**src/rtl/CmdPkg.sv**
```systemverilog
package CmdPkg;

    // One word of the command stream
    typedef logic [15:0] cmdWord_t;

    // Register index, header bits 3 to 0
    typedef logic [3:0] regIndex_t;

    // Opcodes, header bits 15 to 12
    localparam logic [3:0] OpRegWrite = 4'h1;
    localparam logic [3:0] OpStart    = 4'h2;
    localparam logic [3:0] OpMemset   = 4'h3;
    localparam logic [3:0] OpCommit   = 4'h4;

    // Triangle and configuration registers
    localparam regIndex_t RegBbStart    = 4'd0;
    localparam regIndex_t RegBbEnd      = 4'd1;
    localparam regIndex_t RegW0         = 4'd2;
    localparam regIndex_t RegW1         = 4'd3;
    localparam regIndex_t RegW2         = 4'd4;
    localparam regIndex_t RegW0IncX     = 4'd5;
    localparam regIndex_t RegW1IncX     = 4'd6;
    localparam regIndex_t RegW2IncX     = 4'd7;
    localparam regIndex_t RegW0IncY     = 4'd8;
    localparam regIndex_t RegW1IncY     = 4'd9;
    localparam regIndex_t RegW2IncY     = 4'd10;
    localparam regIndex_t RegColor      = 4'd11;
    localparam regIndex_t RegColorMask  = 4'd12;
    localparam regIndex_t RegClearColor = 4'd13;

    localparam int NumRegs = 14;

endpackage

```
**src/rtl/PixelPkg.sv**
```systemverilog
package PixelPkg;

    // Screen coordinate
    // Bounding box words carry y in the high byte, x in the low byte
    typedef logic [7:0] coord_t;

    // Edge function value, two's complement, wraps at 16 bits
    typedef logic [15:0] edge_t;

    // RGBA4444 pixel, R in bits 15 to 12, A in bits 3 to 0
    typedef logic [15:0] color_t;

    // Per-channel write enable
    // Bit 3 enables R and bit 0 enables A, same order as color_t
    typedef logic [3:0] colorMask_t;

endpackage

```
**src/rtl/RegisterBank.sv**
```systemverilog
`timescale 1ns/1ns

module RegisterBank (
    input  logic                  aclk,
    input  logic                  rst,

    input  logic                  regWrite,
    input  CmdPkg::regIndex_t     regIndex,
    input  CmdPkg::cmdWord_t      regData,

    output CmdPkg::cmdWord_t      bbStart,
    output CmdPkg::cmdWord_t      bbEnd,
    output PixelPkg::edge_t       w0,
    output PixelPkg::edge_t       w1,
    output PixelPkg::edge_t       w2,
    output PixelPkg::edge_t       w0IncX,
    output PixelPkg::edge_t       w1IncX,
    output PixelPkg::edge_t       w2IncX,
    output PixelPkg::edge_t       w0IncY,
    output PixelPkg::edge_t       w1IncY,
    output PixelPkg::edge_t       w2IncY,
    output PixelPkg::color_t      color,
    output PixelPkg::color_t      clearColor,
    output PixelPkg::colorMask_t  colorMask
);

    CmdPkg::cmdWord_t regs [CmdPkg::NumRegs];

    always_ff @(posedge aclk) begin
        if (rst) begin
            for (int i = 0; i < CmdPkg::NumRegs; i++) begin
                regs[i] <= '0;
            end
            // All channels writable out of reset
            regs[CmdPkg::RegColorMask] <= 16'h000f;
        end else if (regWrite && (int'(regIndex) < CmdPkg::NumRegs)) begin
            regs[regIndex] <= regData;
        end
    end

    assign bbStart    = regs[CmdPkg::RegBbStart];
    assign bbEnd      = regs[CmdPkg::RegBbEnd];
    assign w0         = regs[CmdPkg::RegW0];
    assign w1         = regs[CmdPkg::RegW1];
    assign w2         = regs[CmdPkg::RegW2];
    assign w0IncX     = regs[CmdPkg::RegW0IncX];
    assign w1IncX     = regs[CmdPkg::RegW1IncX];
    assign w2IncX     = regs[CmdPkg::RegW2IncX];
    assign w0IncY     = regs[CmdPkg::RegW0IncY];
    assign w1IncY     = regs[CmdPkg::RegW1IncY];
    assign w2IncY     = regs[CmdPkg::RegW2IncY];
    assign color      = regs[CmdPkg::RegColor];
    assign clearColor = regs[CmdPkg::RegClearColor];
    assign colorMask  = regs[CmdPkg::RegColorMask][3:0];

endmodule

```
**config.mk**
```make
export PLATFORM = sky130hd
export DESIGN_NAME = RegisterBank
export DESIGN_NICKNAME = d
export VERILOG_FILES = /design/src/rtl/CmdPkg.sv /design/src/rtl/PixelPkg.sv /design/src/rtl/RegisterBank.sv
export SDC_FILE = /design/constraint.sdc
export NUM_CORES = 1
export LEC_CHECK = 0
export BUFFER_PORTS_ARGS = -buffer_cell sky130_fd_sc_hd__buf_4
export CAP_MARGIN = 20
export CORE_MARGIN = 1.5
export CORE_UTILIZATION = 47
export CTS_BUF_LIST = sky130_fd_sc_hd__clkbuf_16
export CTS_CLUSTER_SIZE = 12
export DETAILED_ROUTE_END_ITERATION = 7
export PLACE_DENSITY = 0.76
export SLEW_MARGIN = 20
export SYNTH_ARGS = -nofsm -noshare
export SYNTH_HDL_FRONTEND = slang
export SYNTH_SLANG_ARGS = --single-unit
```
**constraint.sdc**
```tcl
create_clock -name aclk -period 2.1 [get_ports aclk]
set_input_delay 0.21 -clock aclk [delete_from_list [all_inputs] [get_ports aclk]]
set_output_delay 0.21 -clock aclk [all_outputs]
set_load 0.02 [all_outputs]
```
==> impl_metrics.ini <==
[floorplanning]
die_w_um = 134
rows = 47
initial_core_util = 0.484
coreArea_um2 = 16600
die_area_um2 = 17900
io-pin-count = 235
dieHeight_um = 134

[placed_design]
gp_congestion = 0.775
dpl.hpwl_um = 15000
dp_slack_ns = 0.276
port_buffers = 234

[global_routing]
grt_pass1_vias = 5418
antenna_found_initial = 0
grt_max_degree = 35
grt_pass1_wl_um = 33300
gr-total-overflow = 0
grt_use_total = 0.254

[critical_path]
arrival_ns = 1.53
slowest_stage = or4b_4
worst-path-max-fanout = 18
cp-start-kind = input pin
max_stage_delay_ns = 0.64
path_class = input pin to register
crit_start = rst
crit_family = simple AND/OR/NAND/NOR gates
required_ns = 2.30
cp-end-kind = register
path_cells = buf_4, or4b_4, o21bai_2, buf_12
path_buf_inv = 2

[cells_and_area]
nNetsFinal = 787
areaGrowthSynthToFinish_pct = 34.3
mostFrequentLayoutCells = 275 x buf_4, 212 x edfxtp_1, 192 x nor3_1, 23 x clkbuf_16, 19 x inv_1
num_antenna_cells = 0
fin_util = 0.650
reg_top3 = regs (212)
final_common_cell = buf_4
regMostFlops = regs
drive_gt1_frac = 0.429
largest_reg_flops = 212

[synthesis]
synth_area_leaders = edfxtp_1 79%, nor3_1 12%, clkbuf_1 2.2%
yosysWarnings = 0
postSynthAreaPerCell_um2 = 15.2
synthesis.nets = 553
yosysSeqAreaShare = 0.791
synth.ff_latch_count = 212
synth.distinct_cells = 17
synth_largest_area_cell = edfxtp_1
post_synth_inst_count = 530
synth_top_area_frac = 0.791
syn_area_um2 = 8050

[routing]
routed_wl_um = 23200
drc_errors = 0
drtPass1Iterations = 5
wire_per_inst_um = 23.3
num_vias = 5605
drt-vias-per-instance = 5.65
drtIter0Drc = 543
ant_nets = 0

[pwr]
combPwrFrac = 0.123
powerDensity_nw_per_um2 = 884
seqPwrFrac = 0.522
p_int_uw = 7240
switchingPower_uw = 2310
ir_drop_mv = 0.644
switching_share = 0.242
leakage_uw = 0.00392
clock_power_share = 0.355

[run_status]
outcome = completed

[sta]
layout_setup_ws_ns = 0.770
fmax_ghz = 0.752
relSlewSlack = 0.462
layout_worst_path_cycle_share = 0.633
hold_viol = 0
finalSetupViolations = 0
tns_ns = 0
rsz0062_at_grt = no
worst_slew_pin_slew_ns = 0.806
drv_slew = 0
layout_min_cycle_time_ns = 1.33

[clock_tree]
numCtsBuffers = 22
clkTransAtPathRegs_ns = 0.05
cts_tree = yes
root_buffer = clkbuf_16
clock_sinks = 212
cts_buffer_depth = 3
cts.repair.resized = 0
cts_max_level = 1

[worst_hold_path]
min_path_cells = 2
min_from = regData[1]
hold_class = input pin to register
timing.hold.worst_endpoint = regs[12][1]

[flow_run]
maxCapViolCount = 0
## timing repair
item	CTS	global route
hold endpoints to repair	1	0
setup buffers	0	0
hold buffers	1	0
## power groups by stage
| stage | Clock (uW) | Sequential, uW | Combinational [uW] |
|---|---|---|---|
| final | 3390 | 4990 | 1180 |
| after global routing | 3570 | 5010 | 1230 |
| after CTS | 3420 | 4990 | 1180 |
| after detailed placement | 0 | 5080 | 1170 |
| after global placement | 0 | 5070 | 1150 |
| after floorplan | 0 | 5380 | 243 |
## synthesized netlist by cell type
master,number
nand2b_1,2
nand4b_1,1
edfxtp_1,212
nand4bb_1,2
clkbuf_1,47
or2_2,1
nor3_2,16
buf_6,3
or3_1,4
nand2_1,1
or4b_1,1
o21bai_1,10
buf_1,5
o21bai_2,4
buf_2,13
nor3_1,192
inv_1,16
## logic make-up (layout without fill, tap and decap cells)
family / count (synthesis) / after routing / share of synthesized area
AOI/OAI and AO/OA: 14 / 14 / 0.0149
and+or+nand+nor: 220 / 220 / 0.150
DFF: 212 / 212 / 0.791
buffers and inverters: 84 / 326 / 0.0440
## worst max path at each step
stage	end	cells past startpoint
after detailed placement	regs[2][9]	4
final	regs[2][5]	4
after CTS	w0IncX[15]	1
after floorplan	regs[5][0]	5
after global routing	regs[2][10]	4
after global placement	regs[2][14]	4
## metrics by stage
stage | instance area (um^2) | power [uW] | hold slack [ns] | cells
floorplan | 8060 | 5620 | 0.389 | 530
global route | 10800 | 9810 | 0.0165 | 992
CTS | 10800 | 9590 | 0.00109 | 992
global placement | 10200 | 6220 | 0.501 | 959
detailed placement | 10200 | 6250 | 0.502 | 959
finish | 10800 | 9550 | 0.0145 | 992
## layout make-up
type,instances,area [um^2]
multi-input cells,234,1390
well taps,220,275
fillers,1203,5830
flip-flops and latches,212,6370
clock buffers,23,576
inverters,16,60.1
clock inverters,9,35.0
repair buffers,278,2110
## layer usage
layer  vias up  track usage  part of all wire
met4         0       0.0628             0.015
li1       2452            -                 -
met2       336        0.425              0.50
met1      2787        0.326              0.37
met5         -            0                 0
met3        30       0.0767              0.12
Power figures use the tool's default switching activity.
