$ cat config.mk
export PLATFORM = sky130hd
export DESIGN_NAME = Rasterizer
export DESIGN_NICKNAME = d
export VERILOG_FILES = /design/src/rtl/CmdPkg.sv /design/src/rtl/PixelPkg.sv /design/src/rtl/Rasterizer.sv
export SDC_FILE = /design/constraint.sdc
export NUM_CORES = 1
export LEC_CHECK = 0
export BUFFER_PORTS_ARGS = -buffer_cell sky130_fd_sc_hd__buf_2
export CAP_MARGIN = 30
export CORE_ASPECT_RATIO = 0.8
export CORE_UTILIZATION = 49
export CTS_BUF_LIST = sky130_fd_sc_hd__clkbuf_16
export DETAILED_ROUTE_END_ITERATION = 12
export PLACE_DENSITY = 0.74
export SYNTH_ARGS = -nofsm -noshare
export SYNTH_HDL_FRONTEND = slang
export SYNTH_SLANG_ARGS = --single-unit
$ cat constraint.sdc
create_clock -name aclk -period 7 [get_ports aclk]
set_clock_uncertainty 0.1 [all_clocks]
set_input_delay 1.4 -clock aclk [delete_from_list [all_inputs] [get_ports aclk]]
set_output_delay 1.4 -clock aclk [all_outputs]
set_load 0.02 [all_outputs]
$ cat src/rtl/CmdPkg.sv
package CmdPkg;

    // One word of the command stream
    typedef logic [15:0] cmdWord_t;

    // Register index, header bits 3 to 0
    typedef logic [3:0] regIndex_t;

    // Opcodes, header bits 15 to 12
    localparam logic [3:0] OpRegWrite = 4'h1;
    localparam logic [3:0] OpStart    = 4'h2;
    localparam logic [3:0] OpMemset   = 4'h3;
    localparam logic [3:0] OpCommit   = 4'h4;

    // Triangle and configuration registers
    localparam regIndex_t RegBbStart    = 4'd0;
    localparam regIndex_t RegBbEnd      = 4'd1;
    localparam regIndex_t RegW0         = 4'd2;
    localparam regIndex_t RegW1         = 4'd3;
    localparam regIndex_t RegW2         = 4'd4;
    localparam regIndex_t RegW0IncX     = 4'd5;
    localparam regIndex_t RegW1IncX     = 4'd6;
    localparam regIndex_t RegW2IncX     = 4'd7;
    localparam regIndex_t RegW0IncY     = 4'd8;
    localparam regIndex_t RegW1IncY     = 4'd9;
    localparam regIndex_t RegW2IncY     = 4'd10;
    localparam regIndex_t RegColor      = 4'd11;
    localparam regIndex_t RegColorMask  = 4'd12;
    localparam regIndex_t RegClearColor = 4'd13;

    localparam int NumRegs = 14;

endpackage

$ cat src/rtl/PixelPkg.sv
package PixelPkg;

    // Screen coordinate
    // Bounding box words carry y in the high byte, x in the low byte
    typedef logic [7:0] coord_t;

    // Edge function value, two's complement, wraps at 16 bits
    typedef logic [15:0] edge_t;

    // RGBA4444 pixel, R in bits 15 to 12, A in bits 3 to 0
    typedef logic [15:0] color_t;

    // Per-channel write enable
    // Bit 3 enables R and bit 0 enables A, same order as color_t
    typedef logic [3:0] colorMask_t;

endpackage

$ cat src/rtl/Rasterizer.sv
`timescale 1ns/1ns

module Rasterizer #(
    parameter  int xResolution = 16,
    parameter  int yResolution = 16,
    localparam int IndexWidth  = $clog2(xResolution * yResolution)
) (
    input  logic                     aclk,
    input  logic                     rst,

    input  logic                     startRendering,
    output logic                     rasterizerRunning,

    input  CmdPkg::cmdWord_t         bbStart,
    input  CmdPkg::cmdWord_t         bbEnd,
    input  PixelPkg::edge_t          w0,
    input  PixelPkg::edge_t          w1,
    input  PixelPkg::edge_t          w2,
    input  PixelPkg::edge_t          w0IncX,
    input  PixelPkg::edge_t          w1IncX,
    input  PixelPkg::edge_t          w2IncX,
    input  PixelPkg::edge_t          w0IncY,
    input  PixelPkg::edge_t          w1IncY,
    input  PixelPkg::edge_t          w2IncY,
    input  PixelPkg::color_t         color,
    input  PixelPkg::colorMask_t     colorMask,

    output logic                     pixelWrite,
    output logic [IndexWidth-1:0]    pixelIndex,
    output PixelPkg::color_t         pixelColor,
    output PixelPkg::colorMask_t     pixelMask
);

    typedef enum logic {
        Idle,
        Walking
    } state_t;

    state_t           state;
    PixelPkg::coord_t x;
    PixelPkg::coord_t y;
    PixelPkg::coord_t startX;
    PixelPkg::coord_t startY;
    PixelPkg::coord_t endX;
    PixelPkg::coord_t endY;
    PixelPkg::edge_t  wStart  [3];
    PixelPkg::edge_t  incX    [3];
    PixelPkg::edge_t  incY    [3];
    // Edge values at the current pixel and at the first pixel of the row
    PixelPkg::edge_t  edgeVal [3];
    PixelPkg::edge_t  rowVal  [3];
    logic             covered;

    assign startX = bbStart[7:0];
    assign startY = bbStart[15:8];
    assign endX   = bbEnd[7:0];
    assign endY   = bbEnd[15:8];
    assign wStart = '{w0, w1, w2};
    assign incX   = '{w0IncX, w1IncX, w2IncX};
    assign incY   = '{w0IncY, w1IncY, w2IncY};

    // Inside when no edge function went negative
    assign covered = !edgeVal[0][15] && !edgeVal[1][15] && !edgeVal[2][15];

    assign rasterizerRunning = (state == Walking);
    assign pixelWrite = rasterizerRunning && covered
                        && (int'(x) < xResolution) && (int'(y) < yResolution);
    assign pixelIndex = IndexWidth'(int'(y) * xResolution + int'(x));
    assign pixelColor = color;
    assign pixelMask  = colorMask;

    always_ff @(posedge aclk) begin
        if (rst) begin
            state <= Idle;
        end else begin
            case (state)
                Idle:    if (startRendering) state <= Walking;
                Walking: if ((x == endX) && (y == endY)) state <= Idle;
                default: state <= Idle;
            endcase
        end
    end

    ////////////////////////////////////////////////////////////////////
    // Box walk, one pixel per cycle in row order
    ////////////////////////////////////////////////////////////////////
    always_ff @(posedge aclk) begin
        if (state == Idle) begin
            if (startRendering) begin
                x       <= startX;
                y       <= startY;
                edgeVal <= wStart;
                rowVal  <= wStart;
            end
        end else if (x != endX) begin
            x <= x + 8'd1;
            for (int i = 0; i < 3; i++) begin
                edgeVal[i] <= edgeVal[i] + incX[i];
            end
        end else begin
            // Next row restarts from the row start plus one Y step
            x <= startX;
            y <= y + 8'd1;
            for (int i = 0; i < 3; i++) begin
                rowVal[i]  <= rowVal[i] + incY[i];
                edgeVal[i] <= rowVal[i] + incY[i];
            end
        end
    end

endmodule

==> flow_summary.toml <==
[setup_path]
rrSetupSlack_ps = 3910
crit_path_end_kind = "output port"
critPathMaxFanout = 48
crit_slowest_cell = "dfxtp_4"
cp-start-kind = "flop"
critPathKind = "reg2out"
rr_worst_depth = 7
rr_endpoint = "edgeVal[31]"
worstPathCellList = "inv_1, buf_4, nor4_1, and3_1, buf_2"
required_ps = 5500
critPathArrivalTime_ps = 2440
reg2reg_from = "x[4]"
cpPeakStageDelay_ps = 660

[yosys]
avgSynthCellArea_um2 = 9.831
yosysWarnings = 0
syn_inst = 972
synthTopCellsByArea = "edfxtp_1 (35%), ha_1 (12%), xnor2_1 (5.4%)"
synth_nets = 1273
synth_seq_area_share = 0.3541
syn-cell-area_um2 = 9555
ys_types = 72
synthArstFlopShare = 0
synth_top_cell_by_area = "edfxtp_1"
synth-edff-count = 112
ys_ff_latch = 113
synth_top_area_share = 0.3520
ys_top_cells_by_count = "edfxtp_1 (112), ha_1 (95), a21oi_1 (89)"
synth.most_common_cell = "edfxtp_1"
synth_ff_type = "edfxtp_1"

[finish]
final_cell_area_um2 = 11220
instances_no_fill = 1409
fin_util = 0.5893
drive_above_1_share = 0.2302
final_nets = 1439
antenna_cells = 0
syn_to_final_growth_pct = 17.38

[min_path]
hp-class = "reg2reg"
hp-start = "rowVal[0]"
min_path_cells = 2
hold_end = "rowVal[0]"

[grt]
grt_use_met2 = 0.4030
grt_pass1_vias = 7867
overflow = 0
grt_max_degree = 77
grt_first_pass_wirelength_mm = 39.37
grt-busiest-layer = "met2"
antenna_found_initial = 0
grtUsageTotal = 0.2550
grtUsageMet1 = 0.3548
grtUsageMet3 = 0.04954

[timing]
maxSlewHeadroom = 0.4408
worst_pin_slew_ps = 838.8
finalSetupTns_ps = 0
grt_setup_unrepaired = "no"
drv_slew = 0
worst_slack_ps = 3061
hold_viol = 0
hold_ws_ps = 589.0
max_freq_mhz = 253.8
post-route-period-util = 0.5628
finalSetupViolCount = 0
fin_crit_ps = 3939

[floorplanning]
initial_core_util = 0.5021
rows = 45
dieHeight_um = 126.9
core_um2 = 19030
ios = 229
die_w_um = 158.1
die-area_um2 = 20070

[power_and_ir_drop]
powerDensity_nw_per_um2 = 259.8
p_leak_nw = 4.897
power_mw = 2.913
ir_worst_vdd_mv = 0.1566

[placed_design]
place_congestion = 0.9169
dp_slack_ps = 2679
port-buffer-count = 188
place_inst = 1376
place_area_um2 = 10620
post-dp-hpwl_mm = 18.52

[outcome]
status = "complete, no violations"

[clock_tree]
cts-root-buf = "clkbuf_16"
post_cts_buffers = 0
cts.clk_slew.worst_paths_ps = 50
numCtsBuffers = 17
cts_hold_buf = 0
cts_buffer_depth = 2
cts_tree = "built"
cts_resized = 0
htreeDepth = 4
worstSkewPairLatency_ps = 420
cts.sinks = 113

[route]
drtIter0Drc = 580
dr.pass1.iters = 8
drc = 0
ant_nets = 0
dr_total_vias = 8204
routed_via_density = 5.823
wirelength_mm = 25.03
post_drt_wl_per_cell_um = 17.76

[job]
drv_cap = 0
==> worst max-delay path: cells and delay by family (launching register included) <==
kind,cells,cell delay [ps]
buf+inv,3,870
flops,1,660
simple gates,2,470
==> power by group <==
| part | switching [mW] | leakage, nW | internal (mW) |
|---|---|---|---|
| Clock | 0.310 | 0.297 | 0.545 |
| Combinational | 0.624 | 3.48 | 0.498 |
| Sequential | 0.0541 | 1.12 | 0.882 |
==> flip-flops by register name (all words and copies together), names as in the netlist <==
| name | cells |
|---|---|
| edgeVal | 48 |
| x | 8 |
| rowVal | 48 |
| y | 8 |
| rasterizerRunning | 1 |
==> worst max-delay path by stage <==
| stage | cells past startpoint | to | from | slack (ps) |
|---|---|---|---|---|
| after detailed placement | 9 | edgeVal[13] | bbEnd[3] | 2680 |
| after global placement | 7 | edgeVal[31] | bbEnd[4] | 2770 |
| after global routing | 5 | pixelWrite | rasterizerRunning | 2900 |
| final | 5 | pixelWrite | rasterizerRunning | 3060 |
| after floorplan | 5 | rowVal[0] | bbEnd[4] | 1720 |
| after CTS | 5 | pixelWrite | rasterizerRunning | 3070 |
==> cell families after synthesis <==
group,Yosys count,synth area share
xor gates and xnor gates,112,0.1027
buffers and inverters,74,0.04020
adders and majority gates,102,0.1391
and+or+nand+nor,235,0.1154
AOI/OAI and AO/OA,307,0.2154
DFF,113,0.3541
muxes,29,0.03326
==> cell type report <==
cell class / instances / area (um2)
Fill cell: 1710 / 7815
Clock buffer: 17 / 425.4
Timing Repair Buffer: 197 / 1049
Multi-Input combinational cell: 785 / 5803
Clock inverter: 15 / 138.9
Inverter: 24 / 90.09
Tap cell: 258 / 322.8
Sequential cell: 113 / 3387
==> placed cells by master (no fill, tap or decap), types with 22 or more instances in the layout <==
| cell type | netlist | routed |
|---|---|---|
| xor2_1 | 53 | 53 |
| mux2_2 | 22 | 22 |
| a21o_1 | 44 | 44 |
| o21ai_0 | 44 | 44 |
| xnor2_1 | 59 | 59 |
| inv_1 | 23 | 27 |
| edfxtp_1 | 112 | 112 |
| buf_2 | 3 | 188 |
| nor2_1 | 66 | 65 |
| ha_1 | 95 | 95 |
| a31oi_1 | 22 | 22 |
| a21oi_1 | 89 | 89 |
| nand2_1 | 68 | 68 |
| nand3_1 | 22 | 22 |
==> layer usage <==
layer / vias to the layer above / share of wire / wire [um]
met4: 0 / 0.014 / 352
met2: 349 / 0.45 / 11270
met5: - / 0 / 0
met3: 33 / 0.072 / 1811
met1: 3834 / 0.46 / 11600
li1: 3988 / - / -
Note: power is estimated with default switching activity, not from simulation.
