<file path="config.mk">
export PLATFORM = sky130hd
export DESIGN_NAME = CommandParser
export DESIGN_NICKNAME = d
export VERILOG_FILES = /design/src/rtl/CmdPkg.sv /design/src/rtl/CommandParser.sv
export SDC_FILE = /design/constraint.sdc
export NUM_CORES = 1
export LEC_CHECK = 0
export BUFFER_PORTS_ARGS = -buffer_cell sky130_fd_sc_hd__buf_2
export CAP_MARGIN = 20
export CORE_AREA = 5 5 42 44
export CTS_CLUSTER_DIAMETER = 60
export DETAILED_ROUTE_END_ITERATION = 8
export DIE_AREA = 0 0 47 49
export PLACE_DENSITY_LB_ADDON = 0.1
export RECOVER_POWER = 50
export SKIP_CTS_REPAIR_TIMING = 1
export SLEW_MARGIN = 10
export SYNTH_ARGS = -nofsm -noshare
export SYNTH_HDL_FRONTEND = slang
export SYNTH_SLANG_ARGS = --single-unit
</file>
<file path="constraint.sdc">
create_clock -name aclk -period 2.1 [get_ports aclk]
set_input_delay 0.42 -clock aclk [delete_from_list [all_inputs] [get_ports aclk]]
set_output_delay 0.42 -clock aclk [all_outputs]
set_load 0.02 [all_outputs]
</file>
<file path="src/rtl/CmdPkg.sv">
package CmdPkg;

    // One word of the command stream
    typedef logic [15:0] cmdWord_t;

    // Register index, header bits 3 to 0
    typedef logic [3:0] regIndex_t;

    // Opcodes, header bits 15 to 12
    localparam logic [3:0] OpRegWrite = 4'h1;
    localparam logic [3:0] OpStart    = 4'h2;
    localparam logic [3:0] OpMemset   = 4'h3;
    localparam logic [3:0] OpCommit   = 4'h4;

    // Triangle and configuration registers
    localparam regIndex_t RegBbStart    = 4'd0;
    localparam regIndex_t RegBbEnd      = 4'd1;
    localparam regIndex_t RegW0         = 4'd2;
    localparam regIndex_t RegW1         = 4'd3;
    localparam regIndex_t RegW2         = 4'd4;
    localparam regIndex_t RegW0IncX     = 4'd5;
    localparam regIndex_t RegW1IncX     = 4'd6;
    localparam regIndex_t RegW2IncX     = 4'd7;
    localparam regIndex_t RegW0IncY     = 4'd8;
    localparam regIndex_t RegW1IncY     = 4'd9;
    localparam regIndex_t RegW2IncY     = 4'd10;
    localparam regIndex_t RegColor      = 4'd11;
    localparam regIndex_t RegColorMask  = 4'd12;
    localparam regIndex_t RegClearColor = 4'd13;

    localparam int NumRegs = 14;

endpackage

</file>
<file path="src/rtl/CommandParser.sv">
`timescale 1ns/1ns

module CommandParser (
    input  logic                  aclk,
    input  logic                  rst,

    // Command stream
    input  logic                  cmdValid,
    output logic                  cmdReady,
    input  logic                  cmdLast,
    input  CmdPkg::cmdWord_t      cmdData,

    // Register bank
    output logic                  regWrite,
    output CmdPkg::regIndex_t     regIndex,
    output CmdPkg::cmdWord_t      regData,

    // Rasterizer and frame buffer control
    output logic                  startRendering,
    input  logic                  rasterizerRunning,
    output logic                  memsetStart,
    output logic                  commitStart,
    input  logic                  fbBusy
);

    typedef enum logic [1:0] {
        Idle,
        RegData,
        WaitDone
    } state_t;

    state_t     state;
    logic       accept;
    logic       header;
    logic [3:0] opcode;

    // Packet framing lives in the opcodes, cmdLast carries no meaning here
    assign cmdReady = (state != WaitDone);
    assign accept   = cmdValid && cmdReady;
    assign header   = accept && (state == Idle);
    assign opcode   = cmdData[15:12];

    // Strobes fire in the accept cycle so the busy levels are up one cycle later
    assign startRendering = header && (opcode == CmdPkg::OpStart);
    assign memsetStart    = header && (opcode == CmdPkg::OpMemset);
    assign commitStart    = header && (opcode == CmdPkg::OpCommit);

    assign regWrite = accept && (state == RegData);
    assign regData  = cmdData;

    always_ff @(posedge aclk) begin
        if (rst) begin
            state <= Idle;
        end else begin
            case (state)
                Idle: begin
                    if (header) begin
                        if (opcode == CmdPkg::OpRegWrite) begin
                            state <= RegData;
                        end else if (startRendering || memsetStart || commitStart) begin
                            state <= WaitDone;
                        end
                        // Anything else is dropped
                    end
                end
                RegData: begin
                    if (accept) begin
                        state <= Idle;
                    end
                end
                WaitDone: begin
                    if (!rasterizerRunning && !fbBusy) begin
                        state <= Idle;
                    end
                end
                default: state <= Idle;
            endcase
        end
    end

    // Index is kept from the header until the data word arrives
    always_ff @(posedge aclk) begin
        if (header && (opcode == CmdPkg::OpRegWrite)) begin
            regIndex <= cmdData[3:0];
        end
    end

endmodule

</file>
==> flow_summary.json, run 1 <==
{
  "clock-sinks": 6,
  "rsz0062_at_grt": "false",
  "synth_warnings": 0,
  "worstSetupStartpointType": "flip-flop",
  "crit_arrival_ns": 1.30,
  "utilization_pct": 36.2,
  "antenna_found_initial": 0,
  "crit_type": "flip-flop to output port",
  "insertedDiodeCount": 0,
  "layout.nets": 86,
  "synth_top_area_share_pct": 27.1,
  "setup_tns_ns": 0,
  "syn_to_final_growth_pct": 14.4,
  "power_density_mw_per_mm2": 588,
  "p_int_uw": 222,
  "min_to": "state[0]$_SDFFE_PP0P_",
  "min-delay-path-class": "input port to flip-flop",
  "globalplace.congestion": 0.655,
  "ys_ff_latch": 6,
  "grt_start_max_net_pins": 8,
  "portBuffers": 29,
  "hold_depth": 2,
  "outcome": "finished, final reports clean",
  "drv_slew": 0,
  "clock-root-buffer": "clkbuf_4",
  "tritoncts": "done",
  "cts_buffers": 3,
  "setup-violations-final": 0,
  "dr.pass1.iters": 4,
  "fill_cells": 156,
  "seqPwrFrac_pct": 43.7,
  "yosysTopAreaCell": "buf_4",
  "grt_pass1_wl_um": 1410,
  "ir_worst_vdd_v": 0.000148,
  "drt-total-wl_um": 966,
  "initial_core_util_pct": 31.6,
  "drc": 0,
  "ant_nets": 0,
  "p_sw_share_pct": 25.4,
  "power_switching_uw": 75.6,
  "max_slew_margin_pct": 77.1,
  "htreeDepth": 1,
  "vias": 359,
  "rr_startpoint": "state[1]$_SDFFE_PP0P_",
  "syn_inst": 46,
  "seq_area_frac_synth_pct": 36.2,
  "clkPwrFrac_pct": 37.9,
  "drive_gt1_share_pct": 47.6,
  "clock_latency_ns": 0.24,
  "crit_path_end_kind": "output port",
  "wl_per_cell_um": 12.2,
  "synth_edf_count": 4,
  "finalCriticalPeriod_ns": 1.72,
  "pwr-share-comb_pct": 18.4,
  "clockBufferDepth": 2,
  "min_period_over_period_pct": 81.8,
  "core-area_mm2": 0.00140,
  "finalClockSkew_ns": 0.00457,
  "detail_route.vias_per_cell": 4.54,
  "drtIter0Drc": 2,
  "die_width_um": 47,
  "ys_types": 19,
  "hp-start": "rst",
  "crit_required_ns": 1.68,
  "num_io_pins": 47,
  "r2r_cells": 2,
  "die_area_mm2": 0.00230,
  "rows": 14,
  "grtUsageTotal_pct": 8.48,
  "post-synth-top-count-cell": "buf_4",
  "maxCapViolCount": 0,
  "critPathMaxFanout": 7,
  "clk_pin_slew_ns": 0.04,
  "syn_area_um2": 443,
  "power.leakage_uw": 0.000230,
  "worstReg2RegEnd": "regIndex[0]$_DFFE_PP_",
  "gr-total-overflow": 0,
  "hold_viol": 0,
  "reg2reg_slack_ns": 0.93,
  "synth_fp_nets": 68,
  "fp.dieH_um": 49,
  "ys_top_cells_by_count": "buf_4 (16), nor2_1 (6), edfxtp_1 (4)",
  "grt_pass1_vias": 314,
  "worst_slew_pin_slew_ns": 0.343,
  "synth-main-ff-cell": "edfxtp_1",
  "async_flop_share_pct": 0,
  "syn_area_per_cell_um2": 9.63,
  "clock.fmax_mhz": 582,
  "synth_area_leaders": "buf_4 (27%), edfxtp_1 (27%), dfxtp_1 (9.0%)",
  "dp_hpwl_um": 826
}
-- cells in the final DEF, fill, tap and decap left out, types with 2 or more instances in the layout --
master,count
edfxtp_1,4
clkbuf_1,7
buf_2,23
clkbuf_4,3
nand2b_1,2
nand2_1,2
nor2_1,6
inv_1,2
dfxtp_1,2
-- area by class of cell --
type                    count  area, um2  share of cell area [%]
clock buffers               4       26.3                    5.19
inverters                   2       7.51                    1.48
multi-input cells          22        155                    30.6
flip-flops and latches      6        160                    31.6
well taps                  16       20.0                    3.95
repair buffers             29        138                    27.2
-- metrics by stage --
step | cell area [um2] | worst slack [ns] | hold WS, ns | total power (uW) | cells
after floorplan | 443 | 0.657 | 0.493 | 194 | 46
after global routing | 507 | 0.240 | 0.345 | 317 | 79
after detailed placement | 488 | 0.488 | 0.560 | 189 | 75
after CTS | 514 | 0.369 | 0.347 | 304 | 79
after global placement | 488 | 0.487 | 0.563 | 190 | 75
final | 507 | 0.383 | 0.353 | 298 | 79
-- worst max path at each step --
stage	startpoint	endpoint	slack [ns]	cells past startpoint
6_report	state[1]$_SDFFE_PP0P_	memsetStart	0.38	4
5_1_grt	state[1]$_SDFFE_PP0P_	memsetStart	0.24	4
4_1_cts	state[1]$_SDFFE_PP0P_	memsetStart	0.37	4
3_5_place_dp	cmdValid	memsetStart	0.49	5
3_3_place_gp	cmdValid	memsetStart	0.49	5
2_1_floorplan	cmdValid	memsetStart	0.66	3
-- per-layer routing --
metal  GRT usage (%)  share of wire, %  vias up
met5               0                 0        -
met4            7.83               3.1        0
met3            3.69                16        6
met2            11.5                47       22
met1            9.33                34      153
li1                -                 -      178
-- critical path, cell delays in order (launching register included) --
cell     delay (ns)
dfxtp_1        0.37
nor3b_2        0.25
nand3_1        0.16
nor2_1         0.11
buf_2          0.17
-- power by group through the flow --
stage / clock (uW) / sequential (uW) / combinational, uW
global route: 127 / 131 / 59.6
CTS: 117 / 130 / 57.3
global placement: 0 / 133 / 57.0
detailed placement: 0 / 132 / 57.0
finish: 113 / 130 / 54.8
floorplan: 0 / 133 / 61.0
-- kinds of logic after synthesis --
family                 count (synthesis)  share of synthesized area [%]
AND/OR/NAND/NOR                       18                           26.3
buffers and inverters                 18                           28.8
AO/OA/AOI/OAI                          4                           8.76
flip-flops                             6                           36.2
-- registers in the layout (all words and copies together) (netlist names) --
register / count
regIndex: 4
state: 2
No activity file was read; power rests on OpenSTA's default activity.
==> run 2, diff against run 1 <==
--- a/config.mk
+++ b/config.mk
@@ -5,12 +5,13 @@
 export SDC_FILE = /design/constraint.sdc
 export NUM_CORES = 1
 export LEC_CHECK = 0
+export ABC_AREA = 1
 export BUFFER_PORTS_ARGS = -buffer_cell sky130_fd_sc_hd__buf_2
 export CAP_MARGIN = 20
-export CORE_AREA = 5 5 42 44
+export CORE_MARGIN = 5
+export CORE_UTILIZATION = 29
 export CTS_CLUSTER_DIAMETER = 60
 export DETAILED_ROUTE_END_ITERATION = 8
-export DIE_AREA = 0 0 47 49
 export PLACE_DENSITY_LB_ADDON = 0.1
 export RECOVER_POWER = 50
 export SKIP_CTS_REPAIR_TIMING = 1
==> constraint.sdc (replaced) <==
create_clock -name aclk -period 1.5 [get_ports aclk]
set_input_delay 0.3 -clock aclk [delete_from_list [all_inputs] [get_ports aclk]]
set_output_delay 0.3 -clock aclk [all_outputs]
set_load 0.02 [all_outputs]
==> run 2 against run 1 <==
Compared with the run above:
- combinational power increased by 39%
- clock skew decreased by 0.0026 ns
- sequential cell count unchanged
- largest power group unchanged
- synthesized cell count increased by 17%
- clock-buffer cell count unchanged
- critical path type unchanged
- first-iteration DRC count decreased by 100%
- cell area decreased by 1.5%
- highest routed layer unchanged
==> flow_summary.json, run 2 <==
{
  "crit_path_end_kind": "output port",
  "synth_top_area_share_pct": 27.8,
  "worst_slew_pin_slew_ns": 0.251,
  "dr.pass1.iters": 1,
  "min_period_over_period_pct": 94.0,
  "crit_type": "flip-flop to output port",
  "worstSetupStartpointType": "flip-flop",
  "setup-violations-final": 0,
  "tritoncts": "done",
  "clock-root-buffer": "clkbuf_4",
  "drv_slew": 0,
  "top_register": "regIndex",
  "die_width_um": 48.6,
  "final_common_cell": "buf_2",
  "synth-main-ff-cell": "edfxtp_1",
  "drive_gt1_share_pct": 46.5,
  "die_area_mm2": 0.00236,
  "top_regs": "regIndex x4, state x2",
  "core-area_mm2": 0.00145,
  "ys_ff_latch": 6,
  "initial_core_util_pct": 29.7,
  "clkPwrFrac_pct": 38.1,
  "min-delay-path-class": "input port to flip-flop",
  "synth_compound_area_share_pct": 4.06,
  "hold_viol": 0,
  "maxCapViolCount": 0,
  "insertedDiodeCount": 0,
  "dp_hpwl_um": 714,
  "ys_top_cells_by_count": "buf_4 (16), inv_1 (9), nand2_1 (8)",
  "outcome": "finished, final reports clean",
  "path_cells": "inv_2, nand2_2, nor2_4, nand2_2, nor2_1, buf_2",
  "crit_required_ns": 1.20,
  "clock-sinks": 6,
  "rows": 14,
  "num_io_pins": 47,
  "grt_pass1_wl_um": 1470,
  "htreeDepth": 1,
  "synth_edf_count": 4,
  "slowest_stage": "dfxtp_1",
  "async_flop_share_pct": 0,
  "mostFrequentLayoutCells": "buf_2 (21), inv_1 (9), nand2_1 (8), clkbuf_1 (8), nor2_1 (5)",
  "seqPwrFrac_pct": 43.5,
  "crit_path_max_incr_delay_ns": 0.30,
  "clockBufferDepth": 2,
  "synth-simple-area-share_pct": 22.3,
  "ant_nets": 0,
  "synth_area_leaders": "buf_4 (28%), edfxtp_1 (28%), dfxtp_1 (9.3%)",
  "grt_start_max_net_pins": 5,
  "final_cell_area_um2": 499,
  "fill_cells": 168,
  "grtUsageTotal_pct": 7.88,
  "clock.fmax_mhz": 709,
  "detail_route.vias_per_cell": 3.99,
  "max_slew_margin_pct": 83.3,
  "critPathMaxFanout": 4,
  "gr-total-overflow": 0,
  "timing.hold.ws_ns": 0.235,
  "drc": 0,
  "synth_fp_nets": 76,
  "yosysTopAreaCell": "buf_4",
  "cts_buffers": 3,
  "synth_warnings": 0,
  "wl_per_cell_um": 9.97,
  "crit_path_frequent_cell": "nand2_2",
  "drtIter0Drc": 0,
  "portBuffers": 29,
  "p_int_uw": 307,
  "post-synth-top-count-cell": "buf_4",
  "finalCriticalPeriod_ns": 1.41,
  "syn_to_final_growth_pct": 15.7,
  "vias": 347,
  "ys_types": 14,
  "syn_area_um2": 432,
  "synthAdderAreaFrac_pct": 0,
  "seq_area_frac_synth_pct": 37.1,
  "syn_area_per_cell_um2": 7.99,
  "layout.nets": 94,
  "finalPower_uw": 415,
  "power_density_mw_per_mm2": 832,
  "p_sw_share_pct": 26.0,
  "power_switching_uw": 108,
  "crit_arrival_ns": 1.11,
  "grt_pass1_vias": 340,
  "finalClockSkew_ns": 0.00192,
  "clk_pin_slew_ns": 0.05,
  "synth_top_family_by_area": "buffers and inverters",
  "pwr-share-comb_pct": 18.3,
  "cp.buffers_inverters": 2,
  "path_delay_family": "simple AND/OR/NAND/NOR gates",
  "power.leakage_uw": 0.000275,
  "synth-xor-area-share_pct": 0,
  "clock_latency_ns": 0.24,
  "fp.dieH_um": 48.6,
  "dpl_cell_area_um2": 477,
  "globalplace.congestion": 0.621,
  "synth.area.mux_share_pct": 0,
  "drt-total-wl_um": 867,
  "ir_worst_vdd_v": 0.000243,
  "utilization_pct": 34.3,
  "largest_reg_flops": 4,
  "syn_inst": 54,
  "antenna_found_initial": 0
}
run 2: changes by cell type in the layout (fill, tap and decap cells not counted), sizes merged, moves of 2 or more:
cell    delta
nor4b      -2
inv        +8
nand2      +8
nand2b     -2
run 2: power groups by stage:
| stage | Combinational (uW) | Clock, uW | Sequential, uW |
|---|---|---|---|
| finish | 76.2 | 158 | 181 |
| global route | 85.7 | 178 | 181 |
| CTS | 79.6 | 165 | 181 |
| detailed placement | 78.9 | 0 | 184 |
| global placement | 78.5 | 0 | 184 |
| floorplan | 86.4 | 0 | 185 |
run 2: path summary, 6_finish.rpt:
path,cells past startpoint,end,startpoint,slack (ns)
setup / recovery,6,memsetStart,state[1]$_SDFFE_PP0P_,0.09
hold / removal,2,state[0]$_SDFFE_PP0P_,rst,0.23
setup reg to reg,5,regIndex[1]$_DFFE_PP_,state[1]$_SDFFE_PP0P_,0.42
hold reg to reg,3,state[0]$_SDFFE_PP0P_,state[1]$_SDFFE_PP0P_,0.55
run 2: layer usage:
| layer | wire (um) | global-route usage [%] | vias up |
|---|---|---|---|
| met5 | 0 | 0 | - |
| met4 | 17 | 5.83 | 0 |
| met3 | 115 | 3.07 | 4 |
| met2 | 388 | 11.3 | 22 |
| met1 | 345 | 9.33 | 140 |
| li1 | - | - | 181 |
run 2: logic make-up (layout without fill, tap and decap cells):
group                  Yosys count  after routing
buffers and inverters           26             43
AND/OR/NAND/NOR                 20             20
flip-flops                       6              6
AO/OA/AOI/OAI                    2              2
run 2: through the flow:
stage	setup TNS, ns	std cells	setup slack (ns)
finish	0	87	0.0901
global route	-0.00284	87	-0.00284
CTS	0	87	0.0740
detailed placement	0	83	0.239
global placement	0	83	0.234
floorplan	0	54	0.342
run 2: area by class of cell:
cell class / count / area (um2) / share of cell area, %
Multi-Input combinational cell: 22 / 116 / 23.3
Tap cell: 16 / 20.0 / 4.01
Clock buffer: 4 / 26.3 / 5.26
Timing Repair Buffer: 29 / 139 / 27.8
Sequential cell: 6 / 160 / 32.1
Inverter: 10 / 37.5 / 7.52
